$ cat src/design/mips_pkg.sv
`default_nettype none

package mips_pkg;

	typedef logic [31:0] word_t;    // data, instructions, addresses
	typedef logic [4:0]  reg_idx_t; // gpr or cp0 register number
	typedef logic [3:0]  alu_op_t;

	////////////////////////////////////////
	// alu operation codes
	////////////////////////////////////////
	localparam alu_op_t ALU_AND = 4'b0000;
	localparam alu_op_t ALU_OR  = 4'b0001;
	localparam alu_op_t ALU_ADD = 4'b0010;
	localparam alu_op_t ALU_XOR = 4'b0011;
	localparam alu_op_t ALU_NOR = 4'b0100;
	localparam alu_op_t ALU_SRL = 4'b0101;
	localparam alu_op_t ALU_SUB = 4'b0110;
	localparam alu_op_t ALU_SLT = 4'b0111;

	////////////////////////////////////////
	// opcodes and function codes
	////////////////////////////////////////
	localparam logic [5:0] OP_RTYPE = 6'h00;
	localparam logic [5:0] OP_J     = 6'h02;
	localparam logic [5:0] OP_JAL   = 6'h03;
	localparam logic [5:0] OP_BEQ   = 6'h04;
	localparam logic [5:0] OP_BNE   = 6'h05;
	localparam logic [5:0] OP_ADDI  = 6'h08;
	localparam logic [5:0] OP_SLTI  = 6'h0a;
	localparam logic [5:0] OP_ANDI  = 6'h0c;
	localparam logic [5:0] OP_ORI   = 6'h0d;
	localparam logic [5:0] OP_XORI  = 6'h0e;
	localparam logic [5:0] OP_LUI   = 6'h0f;
	localparam logic [5:0] OP_COP0  = 6'h10;
	localparam logic [5:0] OP_LW    = 6'h23;
	localparam logic [5:0] OP_SW    = 6'h2b;

	localparam logic [5:0] FN_SRL     = 6'h02;
	localparam logic [5:0] FN_JR      = 6'h08;
	localparam logic [5:0] FN_JALR    = 6'h09;
	localparam logic [5:0] FN_SYSCALL = 6'h0c;
	localparam logic [5:0] FN_ADD     = 6'h20;
	localparam logic [5:0] FN_ADDU    = 6'h21;
	localparam logic [5:0] FN_SUB     = 6'h22;
	localparam logic [5:0] FN_SUBU    = 6'h23;
	localparam logic [5:0] FN_AND     = 6'h24;
	localparam logic [5:0] FN_OR      = 6'h25;
	localparam logic [5:0] FN_XOR     = 6'h26;
	localparam logic [5:0] FN_NOR     = 6'h27;
	localparam logic [5:0] FN_SLT     = 6'h2a;

	// cop0 rs field, fixed eret encoding
	localparam reg_idx_t RS_MFC0   = 5'b00000;
	localparam reg_idx_t RS_MTC0   = 5'b00100;
	localparam word_t    INST_ERET = 32'h4200_0018;

	localparam reg_idx_t CP0_CAUSE = 5'd13;
	localparam reg_idx_t CP0_EPC   = 5'd14;

	localparam logic [4:0] EXC_SYSCALL = 5'd8;
	localparam logic [4:0] EXC_RI      = 5'd10;
	localparam logic [4:0] EXC_OV      = 5'd12;

endpackage

`default_nettype wire

$ cat src/design/ctrl_if.sv
`timescale 1ns/1ps
`default_nettype none

interface ctrl_if import mips_pkg::*; ();

	alu_op_t  alu_op;
	logic     sign_ext;  // sign extend imm16
	logic     src_imm;   // alu b from immediate
	logic     shamt_a;   // alu a from shamt
	logic     lui;
	logic     link;      // write pc+4
	logic     mem_we;
	logic     mem_to_reg;
	reg_idx_t dest;
	logic     reg_we;
	logic     beq;
	logic     bne;
	logic     j;
	logic     jr;
	logic     syscall;
	logic     unknown;
	logic     ovf_check;
	logic     eret;
	logic     cp0_we;
	reg_idx_t cp0_reg;
	logic     mfc0;

	modport decoder (
		output alu_op, sign_ext, src_imm, shamt_a, lui, link, mem_we, mem_to_reg, dest, reg_we,
		output beq, bne, j, jr, syscall, unknown, ovf_check, eret, cp0_we, cp0_reg, mfc0
	);

	modport datapath (
		input alu_op, sign_ext, src_imm, shamt_a, lui, link, mem_we, mem_to_reg, dest, reg_we,
		input beq, bne, j, jr, syscall, unknown, ovf_check, eret, cp0_we, cp0_reg, mfc0
	);

	modport pcu (input beq, bne, j, jr, eret);

	modport cop (input syscall, unknown, ovf_check, eret, cp0_we, cp0_reg, mfc0);

endinterface

`default_nettype wire

$ cat src/design/alu.sv
`timescale 1ns/1ps
`default_nettype none

module alu import mips_pkg::*; (
	input  alu_op_t op,
	input  word_t   a,
	input  word_t   b,
	output word_t   result,
	output logic    overflow
);

	word_t sum;
	word_t diff;
	logic  lt;

	assign sum  = a + b;
	assign diff = a - b;
	assign lt   = $signed(a) < $signed(b);

	always_comb begin
		case (op)
			ALU_AND: result = a & b;
			ALU_OR:  result = a | b;
			ALU_ADD: result = sum;
			ALU_XOR: result = a ^ b;
			ALU_NOR: result = ~(a | b);
			ALU_SRL: result = b >> a[4:0]; // shift amount in a
			ALU_SUB: result = diff;
			ALU_SLT: result = {31'b0, lt};
			default: result = '0;
		endcase
	end

	////////////////////////////////////////
	// signed overflow, add and sub only
	////////////////////////////////////////
	always_comb begin
		case (op)
			ALU_ADD: overflow = (a[31] == b[31]) && (sum[31] != a[31]);
			ALU_SUB: overflow = (a[31] != b[31]) && (diff[31] != a[31]);
			default: overflow = 1'b0;
		endcase
	end

endmodule

`default_nettype wire

$ cat src/design/cp0.sv
`timescale 1ns/1ps
`default_nettype none

module cp0 import mips_pkg::*; (
	input  logic  clk,
	input  logic  rst_n,
	ctrl_if.cop   cop,
	input  word_t pc,
	input  logic  alu_ovf,
	input  word_t wdata,
	output word_t rdata,
	output word_t epc,
	output logic  exc
);

	word_t      epc_q;
	word_t      cause_q;
	logic [4:0] exc_code;
	word_t      rd_sel;

	assign exc = cop.syscall | cop.unknown | (alu_ovf & cop.ovf_check);

	always_comb begin
		if (cop.syscall) begin
			exc_code = EXC_SYSCALL;
		end else if (cop.unknown) begin
			exc_code = EXC_RI;
		end else begin
			exc_code = EXC_OV;
		end
	end

	////////////////////////////////////////
	// epc and cause registers
	////////////////////////////////////////
	always_ff @(posedge clk or negedge rst_n) begin
		if (!rst_n) begin
			epc_q   <= '0;
			cause_q <= '0;
		end else if (exc) begin
			epc_q   <= pc;                       // faulting instruction
			cause_q <= {25'b0, exc_code, 2'b00}; // code in bits 6:2
		end else if (cop.cp0_we) begin
			case (cop.cp0_reg)
				CP0_EPC:   epc_q   <= wdata;
				CP0_CAUSE: cause_q <= wdata;
				default:   epc_q   <= epc_q;     // no such register
			endcase
		end
	end

	always_comb begin
		case (cop.cp0_reg)
			CP0_EPC:   rd_sel = epc_q;
			CP0_CAUSE: rd_sel = cause_q;
			default:   rd_sel = '0;
		endcase
	end

	assign rdata = cop.mfc0 ? rd_sel : '0;
	assign epc   = epc_q; // eret target

endmodule

`default_nettype wire

$ cat src/design/mips_core.sv
`timescale 1ns/1ps
`default_nettype none

module mips_core import mips_pkg::*; #(
	parameter word_t RESET_PC   = 32'h0000_0000,
	parameter word_t EXC_VECTOR = 32'h0000_0180
) (
	input  logic  clk,
	input  logic  rst_n,
	output word_t imem_addr,
	input  word_t imem_data,
	output word_t dmem_addr,
	output word_t dmem_wdata,
	output logic  dmem_we,
	input  word_t dmem_rdata
);

	ctrl_if ctl ();

	reg_idx_t   rs;
	reg_idx_t   rt;
	logic [4:0] shamt;
	logic [15:0] imm16;

	word_t pc;
	word_t pc_plus4;
	word_t rs_val;
	word_t rt_val;
	word_t imm_ext;
	word_t alu_a;
	word_t alu_b;
	word_t alu_result;
	word_t cp0_rdata;
	word_t epc;
	word_t jtarget;
	word_t wb_data;
	logic  alu_ovf;
	logic  exc;
	logic  zero_eq;
	logic  reg_we;

	assign rs        = imem_data[25:21];
	assign rt        = imem_data[20:16];
	assign shamt     = imem_data[10:6];
	assign imm16     = imem_data[15:0];
	assign imem_addr = pc;
	assign jtarget   = {pc_plus4[31:28], imem_data[25:0], 2'b00};
	assign zero_eq   = (rs_val == rt_val);

	mips_decoder mips_decoder_inst (
		.inst (imem_data),
		.ctl  (ctl.decoder)
	);

	////////////////////////////////////////
	// operand selection
	////////////////////////////////////////
	assign imm_ext = ctl.sign_ext ? {{16{imm16[15]}}, imm16} : {16'b0, imm16};

	always_comb begin
		if (ctl.lui) begin
			alu_a = '0;             // or with zero
			alu_b = {imm16, 16'b0};
		end else begin
			alu_a = ctl.shamt_a ? {27'b0, shamt} : rs_val;
			alu_b = ctl.src_imm ? imm_ext : rt_val;
		end
	end

	alu alu_inst (
		.op       (ctl.alu_op),
		.a        (alu_a),
		.b        (alu_b),
		.result   (alu_result),
		.overflow (alu_ovf)
	);

	////////////////////////////////////////
	// writeback and memory
	////////////////////////////////////////
	always_comb begin
		if (ctl.link) begin
			wb_data = pc_plus4;
		end else if (ctl.mem_to_reg) begin
			wb_data = dmem_rdata;
		end else if (ctl.mfc0) begin
			wb_data = cp0_rdata;
		end else begin
			wb_data = alu_result;
		end
	end

	assign reg_we     = ctl.reg_we & ~exc & rst_n; // faulting instr writes nothing
	assign dmem_we    = ctl.mem_we & ~exc & rst_n;
	assign dmem_addr  = alu_result;
	assign dmem_wdata = rt_val;

	reg_file reg_file_inst (
		.clk     (clk),
		.rst_n   (rst_n),
		.ra_idx  (rs),
		.rb_idx  (rt),
		.ra_data (rs_val),
		.rb_data (rt_val),
		.we      (reg_we),
		.w_idx   (ctl.dest),
		.w_data  (wb_data)
	);

	cp0 cp0_inst (
		.clk     (clk),
		.rst_n   (rst_n),
		.cop     (ctl.cop),
		.pc      (pc),
		.alu_ovf (alu_ovf),
		.wdata   (rt_val),
		.rdata   (cp0_rdata),
		.epc     (epc),
		.exc     (exc)
	);

	pc_unit #(
		.RESET_PC   (RESET_PC),
		.EXC_VECTOR (EXC_VECTOR)
	) pc_unit_inst (
		.clk      (clk),
		.rst_n    (rst_n),
		.pcu      (ctl.pcu),
		.exc      (exc),
		.epc      (epc),
		.zero_eq  (zero_eq),
		.imm      (imm_ext),
		.jtarget  (jtarget),
		.rs_val   (rs_val),
		.pc       (pc),
		.pc_plus4 (pc_plus4)
	);

endmodule

`default_nettype wire

$ cat src/design/mips_decoder.sv
`timescale 1ns/1ps
`default_nettype none

module mips_decoder import mips_pkg::*; (
	input word_t   inst,
	ctrl_if.decoder ctl
);

	logic [5:0] op;
	reg_idx_t   rs;
	reg_idx_t   rt;
	reg_idx_t   rd;
	logic [5:0] fn;

	assign op = inst[31:26];
	assign rs = inst[25:21];
	assign rt = inst[20:16];
	assign rd = inst[15:11];
	assign fn = inst[5:0];

	always_comb begin
		ctl.alu_op     = ALU_AND;
		ctl.sign_ext   = 1'b0;
		ctl.src_imm    = 1'b0;
		ctl.shamt_a    = 1'b0;
		ctl.lui        = 1'b0;
		ctl.link       = 1'b0;
		ctl.mem_we     = 1'b0;
		ctl.mem_to_reg = 1'b0;
		ctl.dest       = '0;
		ctl.reg_we     = 1'b0;
		ctl.beq        = 1'b0;
		ctl.bne        = 1'b0;
		ctl.j          = 1'b0;
		ctl.jr         = 1'b0;
		ctl.syscall    = 1'b0;
		ctl.unknown    = 1'b0;
		ctl.ovf_check  = 1'b0;
		ctl.eret       = 1'b0;
		ctl.cp0_we     = 1'b0;
		ctl.cp0_reg    = '0;
		ctl.mfc0       = 1'b0;

		if (inst == '0) begin
			ctl.unknown = 1'b0; // nop, all writes off
		end else begin
			case (op)
				OP_RTYPE: begin
					ctl.dest   = rd;
					ctl.reg_we = 1'b1; // cleared below where no write
					case (fn)
						FN_ADD: begin
							ctl.alu_op    = ALU_ADD;
							ctl.ovf_check = 1'b1;
						end
						FN_ADDU: ctl.alu_op = ALU_ADD;
						FN_SUB: begin
							ctl.alu_op    = ALU_SUB;
							ctl.ovf_check = 1'b1;
						end
						FN_SUBU: ctl.alu_op = ALU_SUB;
						FN_SLT:  ctl.alu_op = ALU_SLT; // signed
						FN_AND:  ctl.alu_op = ALU_AND;
						FN_OR:   ctl.alu_op = ALU_OR;
						FN_XOR:  ctl.alu_op = ALU_XOR;
						FN_NOR:  ctl.alu_op = ALU_NOR;
						FN_SRL: begin
							ctl.alu_op  = ALU_SRL;
							ctl.shamt_a = 1'b1; // rt >> shamt
						end
						FN_JR: begin
							ctl.jr     = 1'b1;
							ctl.reg_we = 1'b0;
						end
						FN_JALR: begin
							ctl.jr   = 1'b1;
							ctl.link = 1'b1; // link into rd
						end
						FN_SYSCALL: begin
							ctl.syscall = 1'b1;
							ctl.reg_we  = 1'b0;
						end
						default: begin
							ctl.unknown = 1'b1;
							ctl.reg_we  = 1'b0;
						end
					endcase
				end
				OP_LW, OP_SW: begin
					ctl.alu_op     = ALU_ADD; // base + offset
					ctl.sign_ext   = 1'b1;
					ctl.src_imm    = 1'b1;
					ctl.dest       = rt;
					ctl.reg_we     = (op == OP_LW);
					ctl.mem_to_reg = (op == OP_LW);
					ctl.mem_we     = (op == OP_SW);
				end
				OP_ADDI, OP_SLTI, OP_ANDI, OP_ORI, OP_XORI, OP_LUI: begin
					ctl.src_imm   = 1'b1;
					ctl.dest      = rt;
					ctl.reg_we    = 1'b1;
					ctl.sign_ext  = (op == OP_ADDI) || (op == OP_SLTI);
					ctl.ovf_check = (op == OP_ADDI);
					ctl.lui       = (op == OP_LUI);
					case (op)
						OP_ADDI: ctl.alu_op = ALU_ADD;
						OP_SLTI: ctl.alu_op = ALU_SLT;
						OP_ANDI: ctl.alu_op = ALU_AND;
						OP_XORI: ctl.alu_op = ALU_XOR;
						default: ctl.alu_op = ALU_OR; // ori and lui
					endcase
				end
				OP_BEQ, OP_BNE: begin
					ctl.sign_ext = 1'b1; // branch offset
					ctl.beq      = (op == OP_BEQ);
					ctl.bne      = (op == OP_BNE);
				end
				OP_J: ctl.j = 1'b1;
				OP_JAL: begin
					ctl.j      = 1'b1;
					ctl.link   = 1'b1;
					ctl.dest   = 5'd31; // ra
					ctl.reg_we = 1'b1;
				end
				OP_COP0: begin
					if (inst == INST_ERET) begin
						ctl.eret = 1'b1;
					end else if (rs == RS_MFC0 && inst[10:3] == '0) begin
						ctl.mfc0    = 1'b1;
						ctl.cp0_reg = rd;
						ctl.dest    = rt;
						ctl.reg_we  = 1'b1;
					end else if (rs == RS_MTC0 && inst[10:3] == '0) begin
						ctl.cp0_we  = 1'b1;
						ctl.cp0_reg = rd;
					end else begin
						ctl.unknown = 1'b1;
					end
				end
				default: ctl.unknown = 1'b1;
			endcase
		end
	end

endmodule

`default_nettype wire

$ cat src/design/pc_unit.sv
`timescale 1ns/1ps
`default_nettype none

module pc_unit import mips_pkg::*; #(
	parameter word_t RESET_PC   = 32'h0000_0000,
	parameter word_t EXC_VECTOR = 32'h0000_0180
) (
	input  logic  clk,
	input  logic  rst_n,
	ctrl_if.pcu   pcu,
	input  logic  exc,
	input  word_t epc,
	input  logic  zero_eq,
	input  word_t imm,
	input  word_t jtarget,
	input  word_t rs_val,
	output word_t pc,
	output word_t pc_plus4
);

	word_t next_pc;
	word_t br_target;
	logic  br_taken;

	assign pc_plus4  = pc + 32'd4;
	assign br_target = pc_plus4 + {imm[29:0], 2'b00}; // word offset
	assign br_taken  = (pcu.beq & zero_eq) | (pcu.bne & ~zero_eq);

	always_comb begin
		if (exc) begin
			next_pc = EXC_VECTOR;
		end else if (pcu.eret) begin
			next_pc = epc;
		end else if (pcu.jr) begin
			next_pc = rs_val;
		end else if (pcu.j) begin
			next_pc = jtarget;
		end else if (br_taken) begin
			next_pc = br_target;
		end else begin
			next_pc = pc_plus4;
		end
	end

	always_ff @(posedge clk or negedge rst_n) begin
		if (!rst_n) begin
			pc <= RESET_PC;
		end else begin
			pc <= next_pc;
		end
	end

endmodule

`default_nettype wire

$ cat src/design/reg_file.sv
`timescale 1ns/1ps
`default_nettype none

module reg_file import mips_pkg::*; (
	input  logic     clk,
	input  logic     rst_n,
	input  reg_idx_t ra_idx,
	input  reg_idx_t rb_idx,
	output word_t    ra_data,
	output word_t    rb_data,
	input  logic     we,
	input  reg_idx_t w_idx,
	input  word_t    w_data
);

	word_t regs [32];

	always_ff @(posedge clk or negedge rst_n) begin
		if (!rst_n) begin
			for (int i = 0; i < 32; i++) begin
				regs[i] <= '0;
			end
		end else if (we && w_idx != '0) begin // $zero stays zero
			regs[w_idx] <= w_data;
		end
	end

	assign ra_data = regs[ra_idx];
	assign rb_data = regs[rb_idx];

endmodule

`default_nettype wire

$ cat config.mk
export PLATFORM = sky130hd
export DESIGN_NAME = mips_core
export DESIGN_NICKNAME = d
export VERILOG_FILES = /design/src/design/mips_pkg.sv /design/src/design/ctrl_if.sv /design/src/design/alu.sv /design/src/design/cp0.sv /design/src/design/mips_core.sv /design/src/design/mips_decoder.sv /design/src/design/pc_unit.sv /design/src/design/reg_file.sv
export SDC_FILE = /design/constraint.sdc
export NUM_CORES = 2
export LEC_CHECK = 0
export BUFFER_PORTS_ARGS = -buffer_cell sky130_fd_sc_hd__buf_2
export CAP_MARGIN = 20
export CORE_UTILIZATION = 50
export DETAILED_ROUTE_END_ITERATION = 6
export HOLD_SLACK_MARGIN = 0.08
export PLACE_DENSITY = 0.63
export REMOVE_ABC_BUFFERS = 1
export SLEW_MARGIN = 10
export SYNTH_ARGS = -nofsm -noshare
export SYNTH_HDL_FRONTEND = slang
export SYNTH_SLANG_ARGS = --single-unit
$ cat constraint.sdc
create_clock -name clk -period 8.9 [get_ports clk]
set_input_delay 0.89 -clock clk [delete_from_list [all_inputs] [get_ports clk]]
set_output_delay 0.89 -clock clk [all_outputs]
set_load 0.02 [all_outputs]
==> run_results.csv <==
group,metric,value,unit
final_layout,design_area,77680,um^2
logic_synthesis,synth_cells,7168,
logic_synthesis,syn_area,68880,um^2
floorplanning,start_util,50.59,%
timing,worst_slack,0.4287,ns
timing,slew_violations,0,
route,routed_wirelength,298000,um
cts,cts_resized,0,
timing,post-route-period-util,95.18,%
hold_path,hold_path_class,"reg2reg",
timing,setup_violations,0,
cts,h-tree-depth,3,
critical_path,arrival,7.58,ns
timing,fin_skew,0.05723,ns
timing,fin_crit,8.471,ns
logic_synthesis,ys.flop_type,"dfrtp_1",
pwr,powerDensity,168.1,nW/um^2
place,dpl_cell_area,73560,um^2
floorplanning,ios,163,
timing,max_freq,118.0,MHz
grt,track_usage,42.36,%
pwr,p_leak,33.88,nW
place,dp.final_hpwl,207700,um
job,cap_violations,0,
grt,grt_pass1_wl,430800,um
grt,grt_pass1_vias,60460,
final_layout,synthToLayoutAreaGrowth,12.78,%
route,drcViolationCount,0,
cts,cts_tree,"built",
route,first_pass_iters,7,
cts,clockBufferDepth,3,
final_layout,drive_above_1_share,17.80,%
pwr,peakVddDrop,0.0001749,V
critical_path,worstSetupEndpointType,"primary output",
cts,root_buffer,"clkbuf_16",
place,place.port_buffers,162,
pwr,p_sw,0.004124,W
logic_synthesis,postSynth.asyncResetShare,100.0,%
route,num_vias,63110,
run_status,status,"finished, final reports clean",
route,ant_nets,0,
grt,grt_max_degree,167,
timing,worstMarginPinSlew,1.191,ns
grt,overflow,0,
logic_synthesis,synth-seq-area-share,40.69,%
cts,cts_buffers,120,
final_layout,fillerInstances,12030,
floorplanning,die_x,373.2,um
floorplanning,num_rows,135,
timing,rsz0062_at_grt,"no",
critical_path,cp_max_fo,45,
logic_synthesis,ys_warn_count,0,
critical_path,cp-start-kind,"input pin",
place,place_ws,0.6533,ns
logic_synthesis,syn_area_per_cell,9.609,um^2
pwr,p_sw_share,31.57,%
critical_path,worst-setup-path-type,"in2out",
pwr,p_clk_share,39.7,%
final_layout,nets,7357,
logic_synthesis,synth_edf_count,0,
route,drt_iter0_markers,8417,
logic_synthesis,ys_seq_elements,1120,
pwr,pwr-share-seq,40.0,%
critical_path,critPathRequiredTime,8.01,ns
pwr,p_comb_share,20.3,%
cts,clock-sinks,1120,
cts,clkSlewWorstSetupHoldPaths,0.06,ns
timing,hold_viol,0,
pwr,power,0.01306,W
place,place_inst,8813,
floorplanning,core,136100,um^2
timing,relSlewSlack,20.59,%
route,wire_per_inst,32.91,um
cts,clk_latency,0.81,ns
final_layout,finalNonFillerCells,9053,
place,place.gp.congestion,1.043,
logic_synthesis,ys_types,101,
final_layout,postLayoutCoreUtil,57.06,%
grt,antenna_found_initial,14,
floorplanning,fp.dieH,373.2,um
floorplanning,die-area,139200,um^2
pwr,intPower,0.008938,W
route,viasPerCell,6.972,
## per-layer routing
metal	GRT usage, %	vias to the layer above	routed length [um]
met5	0	-	71
met2	61.99	4349	127700
li1	-	26260	-
met4	25.03	8	20720
met3	11.49	1006	36340
met1	56.45	31490	113100
## through the flow
stage,TNS (ns),hold slack (ns)
CTS,0,0.3962
finish,0,0.3941
global route,0,0.4087
floorplan,-4236.67,0.3627
detailed placement,0,0.3833
global placement,0,0.3764
## cells in the final DEF (no fill, tap or decap), types with 121 or more instances in the layout
master	instances
clkbuf_16	121
o21ai_0	1037
a21oi_1	361
nor2_1	540
ha_1	129
a221oi_1	144
inv_1	143
buf_4	290
nand2_1	1010
mux2i_1	309
dfrtp_1	1120
o22ai_1	136
buf_2	154
mux4_2	370
## power by group through the flow
stage               Sequential [W]  Clock [W]  Combinational [W]
floorplan                  0.00530          0            0.00125
finish                     0.00523    0.00518            0.00266
global route               0.00523    0.00540            0.00276
detailed placement         0.00531          0            0.00256
CTS                        0.00522    0.00520            0.00257
global placement           0.00531          0            0.00255
## cell type report
type                       count  area, um^2  share of cell area (%)
multi-input combinational   5215       37740                   48.59
antenna                       13       32.53                 0.04188
tap                         1781        2228                   2.869
sequential                  1120       28030                   36.08
inverter                     148       555.5                  0.7152
timing repair buffer         554        5047                   6.498
clock buffer                 186        3602                   4.637
clock inverter                36       444.2                  0.5718
## path summary, 6_finish.rpt
path | start | endpoint | slack (ns) | cells past startpoint
max reg2reg | reg_file_inst.regs[1] | reg_file_inst.regs[282] | 1.66 | 24
min reg2reg | reg_file_inst.regs[1016] | reg_file_inst.regs[1016] | 0.39 | 0
min in group asynchronous | rst_n | reg_file_inst.regs[351] | 0.58 | 2
min | reg_file_inst.regs[1016] | reg_file_inst.regs[1016] | 0.39 | 0
max | imem_data[16] | dmem_addr[30] | 0.43 | 24
max in group asynchronous | rst_n | cp0_inst.epc[9] | 5.21 | 5
## registers in the layout, indices dropped and copies added (netlist names)
name / flops
cp0_inst.cause_q: 32
cp0_inst.epc: 32
pc_unit_inst.pc: 32
reg_file_inst.regs: 1024
## synthesized netlist by cell type (all sizes together), types with 37 or more instances
library cell | instances | share of area (%)
o22a | 40 | 0.51
nand2b | 38 | 0.35
nor2 | 546 | 3.0
o22ai | 137 | 1.2
o21ai | 1053 | 7.7
dfrtp | 1120 | 41
nand2 | 1015 | 5.5
nor3 | 98 | 0.71
buf | 195 | 1.8
clkbuf | 490 | 2.7
nand4 | 37 | 0.35
a21oi | 372 | 2.7
xnor2 | 68 | 0.86
inv | 145 | 0.79
ha | 129 | 2.3
a211oi | 53 | 0.58
a22oi | 44 | 0.48
mux2 | 51 | 0.84
o211ai | 78 | 0.85
nand3 | 91 | 0.66
a221oi | 154 | 2.0
mux4 | 393 | 13
mux2i | 310 | 4.5
## worst max-delay path, stage by stage
cell and delay (ns):
buf_8 0.38, buf_12 0.28, buf_12 0.22, mux4_2 0.52, o22ai_1 0.25, o22a_1 0.51
nor2_1 0.17, o21ai_0 0.46, buf_4 0.22, inv_1 0.04, ha_1 0.28, nor3_1 0.19
o21ai_0 0.11, o211a_1 0.20, a311oi_1 0.53, o21ai_1 0.27, a221oi_1 0.55, buf_4 0.24
o21ai_1 0.14, nand3_1 0.13, a21oi_1 0.08, xnor2_1 0.13, o221ai_1 0.41, buf_2 0.26
## logic make-up after synthesis
group	Yosys count	synth area share, %
buffers and inverters	833	5.330
adders and majority gates	132	2.431
DFF	1120	40.69
and+or+nand+nor	2010	12.41
xor gates and xnor gates	102	1.297
AOI/OAI and AO/OA	2217	19.51
muxes	754	18.33
## timing repair
item | CTS | global route
setup buffers | 0 | 0
hold buffers | 1 | 0
hold endpoints to repair | 36 | 0
Note: power is estimated with default switching activity, not from simulation.
